==> config.mk <==
export PLATFORM = sky130hd
export DESIGN_NAME = cr16_controller
export DESIGN_NICKNAME = d
export VERILOG_FILES = /design/src/source/cr16_ctrl_pkg.sv /design/src/source/exec_ctrl_if.sv /design/src/source/alu_decoder.sv /design/src/source/cr16_controller.sv /design/src/source/exec_decoder.sv /design/src/source/phase_sequencer.sv
export SDC_FILE = /design/constraint.sdc
export NUM_CORES = 1
export LEC_CHECK = 0
export BUFFER_PORTS_ARGS = -buffer_cell sky130_fd_sc_hd__buf_2
export CAP_MARGIN = 20
export CORE_MARGIN = 4
export CORE_UTILIZATION = 53
export CTS_BUF_LIST = sky130_fd_sc_hd__clkbuf_2
export DETAILED_ROUTE_END_ITERATION = 6
export PLACE_DENSITY = 0.9
export SYNTH_ARGS = -nofsm -noshare
export SYNTH_HDL_FRONTEND = slang
export SYNTH_HIERARCHICAL = 1
export SYNTH_SLANG_ARGS = --single-unit
==> constraint.sdc <==
create_clock -name clk -period 2.45 [get_ports clk]
set_input_delay 0.3675 -clock clk [delete_from_list [all_inputs] [get_ports clk]]
set_output_delay 0.3675 -clock clk [all_outputs]
set_load 0.05 [all_outputs]
==> src/source/cr16_ctrl_pkg.sv <==
// shared encodings for the CR16 control unit; imported by every RTL block of the controller
package cr16_ctrl_pkg;

  // ******************************
  // instruction fields
  // ******************************

  // primary opcode, upper nibble of the instruction
  // codes 6, 7 and 10 are reserved and decode to no effect
  typedef enum logic [3:0] {
    OP_RS_RD   = 4'b0000,  // register-register group, selected by extension
    OP_ANDI    = 4'b0001,
    OP_ORI     = 4'b0010,
    OP_XORI    = 4'b0011,
    OP_LD_ST_J = 4'b0100,  // load, store and jump group
    OP_ADDI    = 4'b0101,
    OP_SH      = 4'b1000,  // shift group
    OP_SUBI    = 4'b1001,
    OP_CMPI    = 4'b1011,
    OP_BCOND   = 4'b1100,
    OP_MOVI    = 4'b1101,
    OP_MULI    = 4'b1110,
    OP_LUI     = 4'b1111
  } opcode_e;

  // register-register extensions
  // ADDU, ADDC and SUBC are named by the ISA but have no effect here
  typedef enum logic [3:0] {
    RR_AND  = 4'b0001,
    RR_OR   = 4'b0010,
    RR_XOR  = 4'b0011,
    RR_ADD  = 4'b0101,
    RR_ADDU = 4'b0110,
    RR_ADDC = 4'b0111,
    RR_SUB  = 4'b1001,
    RR_SUBC = 4'b1010,
    RR_CMP  = 4'b1011,
    RR_MOV  = 4'b1101,
    RR_MUL  = 4'b1110
  } rr_ext_e;

  // shift extensions, bit 0 is don't care on the immediate forms
  typedef enum logic [3:0] {
    SH_LSHI  = 4'b0000,
    SH_ASHUI = 4'b0010,
    SH_LSH   = 4'b0100,
    SH_ASHU  = 4'b0110
  } sh_ext_e;

  // load, store and jump extensions
  typedef enum logic [3:0] {
    LSJ_LOAD  = 4'b0000,
    LSJ_STOR  = 4'b0100,
    LSJ_JAL   = 4'b1000,
    LSJ_JCOND = 4'b1100
  } lsj_ext_e;

  // ******************************
  // datapath controls
  // ******************************

  // ALU function select
  typedef enum logic [3:0] {
    ALU_ADD = 4'b0000,
    ALU_SUB = 4'b0001,
    ALU_AND = 4'b0010,
    ALU_OR  = 4'b0011,
    ALU_XOR = 4'b0100,
    ALU_NOT = 4'b0101,
    ALU_LSH = 4'b0110,
    ALU_ASH = 4'b0111,
    ALU_MUL = 4'b1000
  } alu_func_e;

  // source of register file write data
  typedef enum logic [2:0] {
    WB_ALU = 3'h0,
    WB_MEM = 3'h1,
    WB_REG = 3'h2,
    WB_IMM = 3'h3,
    WB_PC  = 3'h4
  } wb_src_e;

  // next PC computation
  typedef enum logic [1:0] {
    PC_INCREMENT = 2'b00,
    PC_OFFSET    = 2'b01,  // relative branch
    PC_ABSOLUTE  = 2'b10   // jump target from register
  } pc_mode_e;

  // immediate extension
  typedef enum logic [1:0] {
    SIGN_EXTEND = 2'b00,  // two's complement
    ZERO_EXTEND = 2'b01,  // pad upper bits with zeros
    ALIGN_HIGH  = 2'b10   // immediate goes in the upper byte
  } ext_mode_e;

  // sequencer phase
  typedef enum logic [1:0] {
    IDLE    = 2'b00,
    FETCH   = 2'b01,
    EXECUTE = 2'b10
  } phase_e;

endpackage

==> src/source/exec_ctrl_if.sv <==
// execute-phase control bundle between the execute decoder and the controller top level
`timescale 1ns/1ps

interface exec_ctrl_if
  import cr16_ctrl_pkg::*;
();

  // write enables
  logic      reg_wr_en;
  logic      mem_wr_en;

  // flag register enables
  logic      cmp_f_en;
  logic      of_f_en;
  logic      z_f_en;

  // datapath selects
  wb_src_e   wb_sel;
  ext_mode_e ext_mode;
  pc_mode_e  pc_mode;

  // decoder side drives the whole bundle
  modport decoder (
    output reg_wr_en, mem_wr_en, cmp_f_en, of_f_en, z_f_en,
    output wb_sel, ext_mode, pc_mode
  );

  // consumer side only reads
  modport sink (
    input reg_wr_en, mem_wr_en, cmp_f_en, of_f_en, z_f_en,
    input wb_sel, ext_mode, pc_mode
  );

endinterface

==> src/source/alu_decoder.sv <==
// phase-independent ALU function and operand source select of the CR16 control unit
`timescale 1ns/1ps

module alu_decoder
  import cr16_ctrl_pkg::*;
(
  input  opcode_e         opcode,
  input  logic      [3:0] opcode_ext,
  output alu_func_e       alu_sel,
  output logic            alu_src
);

  // immediate shifts ignore ext bit 0
  logic [3:0] imm_sh_ext;

  assign imm_sh_ext = {opcode_ext[3:1], 1'b0};

  // alu_src 0 picks Rsrc, 1 picks the extended immediate
  always_comb begin
    // ADD from Rsrc for anything not using the ALU
    alu_src = 1'b0;
    alu_sel = ALU_ADD;

    case (opcode)
      OP_RS_RD: begin
        case (opcode_ext)
          RR_AND:  alu_sel = ALU_AND;
          RR_OR:   alu_sel = ALU_OR;
          RR_XOR:  alu_sel = ALU_XOR;
          RR_ADD:  alu_sel = ALU_ADD;
          RR_SUB:  alu_sel = ALU_SUB;
          RR_CMP:  alu_sel = ALU_SUB;  // compare is a subtract without write
          RR_MUL:  alu_sel = ALU_MUL;
          default: alu_sel = ALU_ADD;
        endcase
      end

      // ******************************
      // shifts
      // ******************************
      OP_SH: begin
        if (imm_sh_ext == SH_LSHI) begin
          alu_src = 1'b1;
          alu_sel = ALU_LSH;
        end else if (imm_sh_ext == SH_ASHUI) begin
          alu_src = 1'b1;
          alu_sel = ALU_ASH;
        end else if (opcode_ext == SH_LSH) begin
          alu_sel = ALU_LSH;
        end else if (opcode_ext == SH_ASHU) begin
          alu_sel = ALU_ASH;
        end
      end

      // immediate operands
      OP_ANDI: begin
        alu_src = 1'b1;
        alu_sel = ALU_AND;
      end
      OP_ORI: begin
        alu_src = 1'b1;
        alu_sel = ALU_OR;
      end
      OP_XORI: begin
        alu_src = 1'b1;
        alu_sel = ALU_XOR;
      end
      OP_ADDI: begin
        alu_src = 1'b1;
        alu_sel = ALU_ADD;
      end
      OP_SUBI, OP_CMPI: begin
        alu_src = 1'b1;
        alu_sel = ALU_SUB;
      end
      OP_MULI: begin
        alu_src = 1'b1;
        alu_sel = ALU_MUL;
      end
      // loads, stores, jumps, branches and moves
      default: begin
      end
    endcase
  end

endmodule

==> src/source/cr16_controller.sv <==
// top level of the CR16 control unit, plain ports towards the datapath and memory
`timescale 1ns/1ps

module cr16_controller
  import cr16_ctrl_pkg::*;
(
  input  logic       clk,
  input  logic       reset_n,
  // from the datapath
  input  logic [3:0] opcode,
  input  logic [3:0] opcode_ext,
  input  logic       cmp_result,
  // to the datapath
  output logic       reg_wr_en,
  output logic       alu_src,
  output logic [3:0] alu_sel,
  output logic       next_instr,
  output logic       pc_en,
  output logic       instr_en,
  output logic       cmp_f_en,
  output logic       of_f_en,
  output logic       z_f_en,
  output logic [1:0] pc_addr_mode,
  output logic [2:0] write_back_sel,
  output logic [1:0] sign_ext_mode,
  // to memory
  output logic       mem_wr_en
);

  opcode_e opcode_dec;
  logic    execute;

  exec_ctrl_if ctrl_if ();

  // raw opcode bits as the enum, reserved codes pass through unchanged
  assign opcode_dec = opcode_e'(opcode);

  // ******************************
  // sequencer and decoders
  // ******************************

  phase_sequencer u_seq (
    .clk        (clk),
    .reset_n    (reset_n),
    .instr_en   (instr_en),
    .next_instr (next_instr),
    .pc_en      (pc_en),
    .execute    (execute)
  );

  exec_decoder u_exec_dec (
    .execute    (execute),
    .opcode     (opcode_dec),
    .opcode_ext (opcode_ext),
    .cmp_result (cmp_result),
    .ctrl       (ctrl_if.decoder)
  );

  alu_decoder u_alu_dec (
    .opcode     (opcode_dec),
    .opcode_ext (opcode_ext),
    .alu_sel    (alu_sel),
    .alu_src    (alu_src)
  );

  // execute bundle out to plain ports
  assign reg_wr_en      = ctrl_if.reg_wr_en;
  assign mem_wr_en      = ctrl_if.mem_wr_en;
  assign cmp_f_en       = ctrl_if.cmp_f_en;
  assign of_f_en        = ctrl_if.of_f_en;
  assign z_f_en         = ctrl_if.z_f_en;
  assign write_back_sel = ctrl_if.wb_sel;
  assign sign_ext_mode  = ctrl_if.ext_mode;
  assign pc_addr_mode   = ctrl_if.pc_mode;

endmodule

==> src/source/exec_decoder.sv <==
// execute-phase decoder: write enables, flag enables and datapath selects of one instruction
`timescale 1ns/1ps

module exec_decoder
  import cr16_ctrl_pkg::*;
(
  input  logic         execute,
  input  opcode_e      opcode,
  input  logic   [3:0] opcode_ext,
  input  logic         cmp_result,
  exec_ctrl_if.decoder ctrl
);

  // shift extension with the don't care bit cleared
  logic [3:0] imm_sh_ext;

  assign imm_sh_ext = {opcode_ext[3:1], 1'b0};

  always_comb begin
    // inactive defaults, also what fetch and idle see
    ctrl.reg_wr_en = 1'b0;
    ctrl.mem_wr_en = 1'b0;
    ctrl.cmp_f_en  = 1'b0;
    ctrl.of_f_en   = 1'b0;
    ctrl.z_f_en    = 1'b0;
    ctrl.wb_sel    = WB_ALU;
    ctrl.ext_mode  = SIGN_EXTEND;
    ctrl.pc_mode   = PC_INCREMENT;

    if (execute) begin
      case (opcode)
        // ******************************
        // register-register group
        // ******************************
        OP_RS_RD: begin
          case (opcode_ext)
            RR_AND, RR_OR, RR_MUL: begin
              ctrl.reg_wr_en = 1'b1;
              ctrl.z_f_en    = 1'b1;
            end
            RR_ADD: begin
              ctrl.reg_wr_en = 1'b1;
              ctrl.z_f_en    = 1'b1;
              ctrl.of_f_en   = 1'b1;
            end
            // subtract updates every flag
            RR_SUB: begin
              ctrl.reg_wr_en = 1'b1;
              ctrl.z_f_en    = 1'b1;
              ctrl.of_f_en   = 1'b1;
              ctrl.cmp_f_en  = 1'b1;
            end
            // compare only touches flags
            RR_CMP: begin
              ctrl.z_f_en   = 1'b1;
              ctrl.cmp_f_en = 1'b1;
            end
            // copy Rsrc straight into Rdest
            RR_MOV: begin
              ctrl.reg_wr_en = 1'b1;
              ctrl.wb_sel    = WB_REG;
            end
            // register XOR and unused extensions do nothing
            default: begin
            end
          endcase
        end

        // ******************************
        // load, store and jump group
        // ******************************
        OP_LD_ST_J: begin
          case (opcode_ext)
            LSJ_LOAD: begin
              ctrl.reg_wr_en = 1'b1;
              ctrl.wb_sel    = WB_MEM;
            end
            LSJ_STOR: begin
              ctrl.mem_wr_en = 1'b1;
            end
            // link register gets the PC, then jump
            LSJ_JAL: begin
              ctrl.reg_wr_en = 1'b1;
              ctrl.wb_sel    = WB_PC;
              ctrl.pc_mode   = PC_ABSOLUTE;
            end
            // jump only when the condition held
            LSJ_JCOND: begin
              ctrl.pc_mode = cmp_result ? PC_ABSOLUTE : PC_INCREMENT;
            end
            default: begin
            end
          endcase
        end

        // the four shifts write back the ALU result
        OP_SH: begin
          if (imm_sh_ext == SH_LSHI || imm_sh_ext == SH_ASHUI ||
              opcode_ext == SH_LSH || opcode_ext == SH_ASHU) begin
            ctrl.reg_wr_en = 1'b1;
          end
        end

        // ******************************
        // immediate group
        // ******************************
        // logic immediates are zero extended
        OP_ANDI, OP_ORI, OP_XORI: begin
          ctrl.reg_wr_en = 1'b1;
          ctrl.z_f_en    = 1'b1;
          ctrl.ext_mode  = ZERO_EXTEND;
        end
        OP_ADDI, OP_SUBI: begin
          ctrl.reg_wr_en = 1'b1;
          ctrl.z_f_en    = 1'b1;
          ctrl.of_f_en   = 1'b1;
        end
        OP_CMPI: begin
          ctrl.z_f_en   = 1'b1;
          ctrl.cmp_f_en = 1'b1;
        end
        OP_MULI: begin
          ctrl.reg_wr_en = 1'b1;
          ctrl.z_f_en    = 1'b1;
        end
        // relative branch when the condition held
        OP_BCOND: begin
          ctrl.pc_mode = cmp_result ? PC_OFFSET : PC_INCREMENT;
        end
        OP_MOVI: begin
          ctrl.reg_wr_en = 1'b1;
          ctrl.wb_sel    = WB_IMM;
          ctrl.ext_mode  = ZERO_EXTEND;
        end
        // immediate lands in the upper byte
        OP_LUI: begin
          ctrl.reg_wr_en = 1'b1;
          ctrl.wb_sel    = WB_IMM;
          ctrl.ext_mode  = ALIGN_HIGH;
        end
        // reserved opcodes only advance the PC
        default: begin
        end
      endcase
    end
  end

endmodule

==> src/source/phase_sequencer.sv <==
// two-phase fetch/execute sequencer of the CR16 control unit, drives the fetch and PC strobes
`timescale 1ns/1ps

module phase_sequencer
  import cr16_ctrl_pkg::*;
(
  input  logic clk,
  input  logic reset_n,
  output logic instr_en,
  output logic next_instr,
  output logic pc_en,
  output logic execute
);

  phase_e phase;
  phase_e phase_next;

  // ******************************
  // phase register
  // ******************************

  always_ff @(posedge clk) begin
    if (!reset_n) begin
      phase <= IDLE;
    end else begin
      phase <= phase_next;
    end
  end

  // idle and execute both lead to fetch
  always_comb begin
    case (phase)
      FETCH:   phase_next = EXECUTE;
      default: phase_next = FETCH;
    endcase
  end

  // ******************************
  // phase strobes
  // ******************************

  // fetch loads the instruction register, PC drives the memory address
  assign instr_en   = (phase == FETCH);
  assign next_instr = (phase == FETCH);

  // execute commits the next PC
  assign pc_en   = (phase == EXECUTE);
  assign execute = (phase == EXECUTE);

endmodule

==> results of run 1 <==
==> power groups by stage <==
stage	combinational [uW]	clock (uW)	sequential (uW)
finish	149	52.0	37.1
global route	162	59.8	37.4
CTS	149	56.4	37.0
detailed placement	148	0	37.2
global placement	146	0	37.1
floorplan	120	0	37.0
==> cells in the final DEF (no fill, tap or decap), types with 4 or more instances in the layout <==
| cell | instances |
|---|---|
| nor2_1 | 10 |
| nand2_1 | 5 |
| o21ai_0 | 4 |
| nand4b_1 | 4 |
| a21oi_1 | 8 |
| nor3_1 | 5 |
| buf_2 | 30 |
| a31oi_1 | 5 |
==> metal layers <==
metal / vias to the layer above / track usage [%]
met2: 28 / 31.4
met3: 0 / 1.20
li1: 432 / -
met5: - / 0
met1: 386 / 26.8
met4: 0 / 2.34
==> worst max-delay path, cell delays in order <==
cell	delay [ns]
buf_2	0.38
nor2_1	0.13
a2111oi_0	0.55
a311oi_2	0.16
buf_2	0.23
==> cell type report <==
class | count | area (sq um) | area share [%]
tap | 15 | 18.8 | 2.25
inverter | 4 | 15.0 | 1.80
multi-input combinational | 86 | 597 | 71.4
timing repair buffer | 30 | 150 | 18.0
sequential | 2 | 40.0 | 4.79
clock buffer | 3 | 15.0 | 1.80
==> per-stage QoR <==
stage | total power (uW) | instance area, sq um
6_report | 239 | 836
5_1_grt | 259 | 836
4_1_cts | 242 | 836
3_5_place_dp | 186 | 821
3_3_place_gp | 183 | 821
2_1_floorplan | 157 | 736
==> worst min-delay path by stage <==
stage               slack [ns]             end
floorplan                 0.49  u_seq/phase[1]
global placement          0.52  u_seq/phase[0]
detailed placement        0.55  u_seq/phase[0]
CTS                       0.39  u_seq/phase[1]
global route              0.40  u_seq/phase[1]
finish                    0.40  u_seq/phase[1]
==> cell families after synthesis <==
group,count (synthesis)
flip-flops,2
AO/OA/AOI/OAI,27
XOR/XNOR,4
buffers and inverters,15
AND/OR/NAND/NOR,53
multiplexers,2
==> flow_summary.yaml, run 1 <==
setup_path:
  critPathLaunchType: "input port"
  required_ns: 2.08
  critPathKind: "in2out"
  cp-endpoint: "reg_wr_en"
  rr_endpoint: "u_seq/phase[1]"
  cp_max_fo: 25
  cp_data_arrival_time_ns: 1.82
  reg2regPathDepth: 2
  critPathLaunch: "opcode[3]"
  r2r_slack_ns: 1.74
  r2r-start: "u_seq/phase[0]"
  end_kind: "output pin"
clock_network:
  cts_resized: 0
  numCtsBuffers: 3
  clock-sinks: 2
  clk_path_buf_depth: 2
  cts_max_level: 1
  clk_pin_slew_ns: 0.03
  insertion_delay_ns: 0.19
  root_buffer: "clkbuf_2"
  cts_setup_buffers: 0
  cts_tree: "built"
  hold_buffers: 0
sta:
  rsz0062_at_grt: "no"
  setup_viol: 0
  relSlewSlack_pct: 65.0
  finalWorstSetupSlack_ns: 0.260
  period_needed_ns: 2.19
  slew_viol_final: 0
  skew_ns: 0.0117
  hold_viol: 0
  period_share_pct: 89.4
  fmax_mhz: 457
  worst_slew_pin_slew_ns: 0.512
  fin_setup_tns_ns: 0
  whs_ns: 0.401
global_route:
  globalRoute.totalOverflow: 0
  grt_pass1_wl_um: 3020
  antenna_found_initial: 0
  grt_pass1_vias: 689
  grt_max_degree: 26
  grtUsageTotal_pct: 18.7
run:
  cap_violations: 0
finish:
  area_growth_pct: 14.6
  drive_gt1_share_pct: 36.0
  regMostFlops: "u_seq/phase"
  largest_register_ffs: 2
  fin_nets: 138
  finalNonFillerCells: 140
  largestRegisters: "u_seq/phase: 2 flops"
  diodes: 0
  fin_util_pct: 64.2
  fillers: 128
drt:
  vias: 846
  route.detailed.drc: 0
  wl_per_cell_um: 13.4
  topRoutingLayerUsed: "met3"
  finalWirelength_um: 1880
  drt-initial-drc-count: 22
  wl_met2_um: 941
  ant_nets: 0
  wl_met1_um: 833
  firstDrtPassIters: 4
  route.met3.wl_um: 105
  routed_via_density: 6.04
synth:
  ys_types: 42
  synth_edf_count: 0
  synth_top_area_share_pct: 5.49
  synth_ff_type: "dfxtp_1"
  synth_top_area_cell: "a21oi_1"
  syn_area_sq_um: 729
  ys_warn_count: 6
  synthSimpleGateAreaFrac_pct: 47.7
  synth_seq_area_share_pct: 5.49
  netlist_top_cells_area: "a21oi_1 5.5%, dfxtp_1 5.5%, nor2_1 5.1%"
  synthMuxAreaShare_pct: 2.74
  syn_avg_cell_area_sq_um: 7.08
  synth-compound-area-share_pct: 25.7
  synth_fa_ha_area_share_pct: 0
  synth_top_family_by_area: "simple AND/OR/NAND/NOR gates"
  postSynthCellCount: 103
  ys_top_cells_by_count: "10 x nor2_1, 8 x a21oi_1, 5 x a31oi_1, 5 x nand2_1, 5 x nor3_1"
  syn_nets: 114
  yosysMostFrequentCell: "nor2_1"
  async_reset_ff_share_pct: 0
  synth_xor_area_share_pct: 4.80
  ys_ff_latch: 2
pwr:
  intPower_uw: 112
  power.density_nw_per_um2: 285
  vdd_drop_max_uv: 203
  leakagePower_uw: 0.000359
  p_comb_share_pct: 62.7
  switching_power_uw: 127
  power.share.sequential_pct: 15.5
  swShare_pct: 53.2
  clock_power_share_pct: 21.8
die:
  die_x_um: 45.1
  pin_count: 31
  die_height_um: 45.1
  floorplan.core_area_sq_um: 1300
  rows: 13
  dieArea_sq_um: 2030
  start_util_pct: 56.1
placed_design:
  dpl.hpwl_um: 1290
  gp_congestion: 0.768
  dp.cells: 137
  io_buffers: 30
  post-place-ws_ns: 0.285
worst_hold_path:
  hp-start: "reset_n"
  whs_path_depth: 2
  hp-class: "in2reg"
outcome:
  status: "finished clean"
(Power assumes the default switching activity.)
==> run 2, diff against run 1 <==
--- a/config.mk
+++ b/config.mk
@@ -7,11 +7,12 @@
 export LEC_CHECK = 0
 export BUFFER_PORTS_ARGS = -buffer_cell sky130_fd_sc_hd__buf_2
 export CAP_MARGIN = 20
+export CORE_ASPECT_RATIO = 1.1
 export CORE_MARGIN = 4
-export CORE_UTILIZATION = 53
+export CORE_UTILIZATION = 49
 export CTS_BUF_LIST = sky130_fd_sc_hd__clkbuf_2
 export DETAILED_ROUTE_END_ITERATION = 6
-export PLACE_DENSITY = 0.9
+export PLACE_DENSITY = 0.85
 export SYNTH_ARGS = -nofsm -noshare
 export SYNTH_HDL_FRONTEND = slang
 export SYNTH_HIERARCHICAL = 1
==> constraint.sdc (replaced) <==
create_clock -name clk -period 2.5 [get_ports clk]
set_input_delay 0.375 -clock clk [delete_from_list [all_inputs] [get_ports clk]]
set_output_delay 0.375 -clock clk [all_outputs]
set_load 0.05 [all_outputs]
==> flow_summary.yaml, run 2 (same netlist as run 1, synthesis figures left out) <==
outcome:
  status: "finished clean"
finish:
  fillers: 130
  regMostFlops: "u_seq/phase"
  final_cell_mix: "30 x buf_2, 10 x nor2_1, 8 x a21oi_1"
  diodes: 0
  fin_nets: 138
  stdcell_area_sq_um: 837
  final_common_cell: "buf_2"
  area_growth_pct: 14.8
  drive_gt1_share_pct: 36.0
  largestRegisters: "u_seq/phase: 2 flops"
  largest_register_ffs: 2
  fin_util_pct: 60.5
sta:
  fmax_mhz: 426
  relSlewSlack_pct: 56.1
  period_needed_ns: 2.35
  rsz0062_at_grt: "no"
  setup_viol: 0
  whs_ns: 0.413
  worst_slew_pin_slew_ns: 0.641
  slew_viol_final: 0
  hold_viol: 0
  skew_ns: 0.00529
  period_share_pct: 93.9
  fin_setup_tns_ns: 0
clock_network:
  cts_max_level: 1
  clock-sinks: 2
  root_buffer: "clkbuf_2"
  numCtsBuffers: 3
  cts_tree: "built"
  cts_setup_buffers: 0
  insertion_delay_ns: 0.18
  clk_pin_slew_ns: 0.03
  clk_path_buf_depth: 2
  hold_buffers: 0
  cts_resized: 0
placed_design:
  gp_congestion: 0.873
  dpl.hpwl_um: 1360
  post_dp_cell_area_sq_um: 822
  io_buffers: 30
die:
  die_height_um: 48.5
  floorplan.core_area_sq_um: 1380
  start_util_pct: 52.7
  rows: 14
  dieArea_sq_um: 2170
  die_x_um: 44.8
  pin_count: 31
drt:
  wl_per_cell_um: 14.0
  routed_via_density: 6.35
  finalWirelength_um: 1970
  firstDrtPassIters: 4
  ant_nets: 0
  vias: 895
  drt-initial-drc-count: 37
  route.detailed.drc: 0
global_route:
  grt_max_degree: 26
  globalRoute.totalOverflow: 0
  grt_pass1_vias: 735
  grt_pass1_wl_um: 3180
  grtUsageTotal_pct: 18.4
  antenna_found_initial: 0
pwr:
  power.density_nw_per_um2: 277
  intPower_uw: 109
  power.share.sequential_pct: 15.6
  leakagePower_uw: 0.000359
  switching_power_uw: 122
  swShare_pct: 52.8
  p_comb_share_pct: 63.9
  clock_power_share_pct: 20.5
  vdd_drop_max_uv: 204
setup_path:
  required_ns: 2.12
  cp-endpoint: "reg_wr_en"
  end_kind: "output pin"
  r2r-start: "u_seq/phase[0]"
  cp_data_arrival_time_ns: 1.97
  critPathLaunch: "opcode[3]"
  rr_endpoint: "u_seq/phase[1]"
  reg2regPathDepth: 2
  critPathLaunchType: "input port"
  r2r_slack_ns: 1.80
  cp_max_fo: 25
  critPathKind: "in2out"
run:
  cap_violations: 0
worst_hold_path:
  hp-start: "reset_n"
  hp-class: "in2reg"
-- run 2: layer usage --
metal	wire [um]	track usage [%]	share of wire, %	up-vias
met3	167	3.33	8.5	4
met4	21	6.34	1.1	0
li1	-	-	-	432
met5	0	0	0	-
met1	827	25.6	42	411
met2	952	28.0	48	48
-- run 2: how the worst min path moves through the flow --
stage	endpoint	slack, ns	cells past startpoint
global route	u_seq/phase[1]	0.43	2
global placement	u_seq/phase[0]	0.52	2
CTS	u_seq/phase[1]	0.41	2
detailed placement	u_seq/phase[0]	0.53	2
finish	u_seq/phase[0]	0.41	2
floorplan	u_seq/phase[1]	0.50	1
-- run 2: per-stage QoR --
stage | setup WS (ns) | std cells | power (uW)
after floorplan | 0.167 | 103 | 154
after global placement | 0.359 | 138 | 180
after detailed placement | 0.208 | 138 | 183
after CTS | 0.193 | 141 | 233
after global routing | 0.0193 | 141 | 251
final | 0.151 | 141 | 232
-- run 2: layout make-up --
| type | instances | area [sq um] | area share [%] |
|---|---|---|---|
| Timing Repair Buffer | 30 | 150 | 17.9 |
| Clock buffer | 3 | 15.0 | 1.79 |
| Multi-Input combinational cell | 86 | 597 | 71.3 |
| Inverter | 4 | 15.0 | 1.79 |
| Tap cell | 16 | 20.0 | 2.39 |
| Sequential cell | 2 | 40.0 | 4.78 |
-- run 2: power groups by stage --
stage | clock (uW) | combinational [uW] | sequential, uW
2_1_floorplan | 0 | 117 | 36.3
3_3_place_gp | 0 | 143 | 36.4
3_5_place_dp | 0 | 146 | 36.5
4_1_cts | 49.8 | 147 | 36.1
5_1_grt | 55.0 | 159 | 36.4
6_report | 47.5 | 148 | 36.1
-- run 2: worst max-delay path, stage by stage --
cell and delay, ns:
buf_2 0.38, nor2_1 0.13, a2111oi_0 0.65, a311oi_2 0.18, buf_2 0.24
==> run 3, diff against run 2 <==
--- a/config.mk
+++ b/config.mk
@@ -13,6 +13,7 @@
 export CTS_BUF_LIST = sky130_fd_sc_hd__clkbuf_2
 export DETAILED_ROUTE_END_ITERATION = 6
 export PLACE_DENSITY = 0.85
+export RECOVER_POWER = 25
 export SYNTH_ARGS = -nofsm -noshare
 export SYNTH_HDL_FRONTEND = slang
 export SYNTH_HIERARCHICAL = 1
==> flow_summary.yaml, run 3 (same netlist as run 1, synthesis figures left out) <==
pwr:
  intPower_uw: 107
  leakagePower_uw: 0.000343
  p_comb_share_pct: 63.8
  clock_power_share_pct: 20.7
  vdd_drop_max_uv: 191
  power.share.sequential_pct: 15.5
  switching_power_uw: 122
  power.density_nw_per_um2: 277
  swShare_pct: 53.4
  total_power_uw: 229
setup_path:
  required_ns: 2.12
  r2r_slack_ns: 1.72
  cp_max_fo: 25
  worst-path-buf-inv: 2
  crit_family: "compound AO/OA/AOI/OAI gates"
  critPathLaunchType: "input port"
  cpMostUsedCell: "buf_2"
  critPathKind: "in2out"
  cp_data_arrival_time_ns: 2.00
  r2r-start: "u_seq/phase[0]"
  critical_path.slowest_cell: "a2111oi_0"
  end_kind: "output pin"
  rr_endpoint: "u_seq/phase[1]"
  max_stage_delay_ns: 0.67
  reg2regPathDepth: 2
  worstPathCellList: "buf_2, nor2_1, a2111oi_0, a311oi_2, buf_2"
worst_hold_path:
  hp-class: "in2reg"
  hold_end: "u_seq/phase[0]"
  hp-start: "reset_n"
  whs_path_depth: 2
drt:
  drt-initial-drc-count: 37
  routed_via_density: 6.50
  finalWirelength_um: 1980
  vias: 917
  route.detailed.drc: 0
  ant_nets: 0
  firstDrtPassIters: 4
  wl_per_cell_um: 14.0
finish:
  drive_gt1_share_pct: 32.8
  largestRegisters: "u_seq/phase: 2 flops"
  regMostFlops: "u_seq/phase"
  largest_register_ffs: 2
  area_growth_pct: 13.2
  fin_nets: 138
  diodes: 0
  final_cell_mix: "27 x buf_2, 10 x nor2_1, 8 x a21oi_1"
  final_common_cell: "buf_2"
clock_network:
  cts_resized: 0
  clk_path_buf_depth: 2
  cts_tree: "built"
  hold_buffers: 0
  cts_max_level: 1
  clk_pin_slew_ns: 0.03
  cts_setup_buffers: 0
  root_buffer: "clkbuf_2"
  insertion_delay_ns: 0.18
  numCtsBuffers: 3
  clock-sinks: 2
global_route:
  antenna_found_initial: 0
  grt_pass1_wl_um: 3180
  globalRoute.totalOverflow: 0
  grtUsageTotal_pct: 18.4
  grt_pass1_vias: 735
  grt_max_degree: 26
sta:
  slew_viol_final: 0
  hold_viol: 0
  setup_viol: 0
  skew_ns: 0.00504
  rsz0062_at_grt: "no"
  fmax_mhz: 421
  period_needed_ns: 2.38
  worst_slew_pin_slew_ns: 0.669
  relSlewSlack_pct: 54.3
  fin_setup_tns_ns: 0
  period_share_pct: 95.1
die:
  rows: 14
  pin_count: 31
  dieArea_sq_um: 2170
  start_util_pct: 52.7
  die_height_um: 48.5
  die_x_um: 44.8
  floorplan.core_area_sq_um: 1380
outcome:
  status: "finished clean"
placed_design:
  dpl.hpwl_um: 1360
  gp_congestion: 0.873
  io_buffers: 30
run:
  cap_violations: 0
run 3: changes by cell type in the layout (fill, tap and decap cells not counted):
| cell | delta |
|---|---|
| clkbuf_1 | +3 |
| and2_1 | -1 |
| nor2b_4 | -1 |
| nor2b_1 | +1 |
| and2_0 | +1 |
| buf_2 | -3 |
run 3: cell type report:
type | count | area (sq um)
clock buffers | 3 | 15.0
fillers | 133 | 558
well taps | 16 | 20.0
repair buffers | 30 | 146
inverters | 4 | 15.0
flip-flops and latches | 2 | 40.0
multi-input cells | 86 | 589
run 3: power by group through the flow:
stage               Clock [uW]  Sequential, uW  Combinational [uW]
floorplan                    0            36.3                 117
global placement             0            36.4                 143
detailed placement           0            36.5                 146
CTS                       49.8            36.1                 147
global route              55.0            36.1                 157
finish                    47.4            35.5                 146
run 3: routing by layer:
metal | vias to the layer above | share of wire, % | GRT usage (%)
met3 | 4 | 7.9 | 3.33
met2 | 46 | 49 | 28.0
met5 | - | 0 | 0
met4 | 0 | 0.81 | 6.34
li1 | 434 | - | -
met1 | 433 | 43 | 25.6
run 3: how the worst max path moves through the flow:
stage                endpoint  depth (start not counted)          start  slack [ns]
finish              reg_wr_en                          5      opcode[3]        0.12
global placement    reg_wr_en                          6      opcode[3]        0.36
CTS                 reg_wr_en                          5      opcode[3]        0.19
global route        reg_wr_en                          5      opcode[3]        0.02
detailed placement  reg_wr_en                          5      opcode[3]        0.21
floorplan            cmp_f_en                          5  opcode_ext[2]        0.17
run 3: through the flow:
| stage | worst slack (ns) | utilization, % | hold slack (ns) | cell area, sq um | instances |
|---|---|---|---|---|---|
| CTS | 0.193 | 60.5 | 0.410 | 837 | 141 |
| detailed placement | 0.208 | 59.4 | 0.535 | 822 | 138 |
| finish | 0.123 | 59.7 | 0.415 | 826 | 141 |
| global route | 0.0193 | 59.7 | 0.440 | 826 | 141 |
| floorplan | 0.167 | - | 0.497 | 736 | 103 |
| global placement | 0.359 | 59.4 | 0.518 | 822 | 138 |
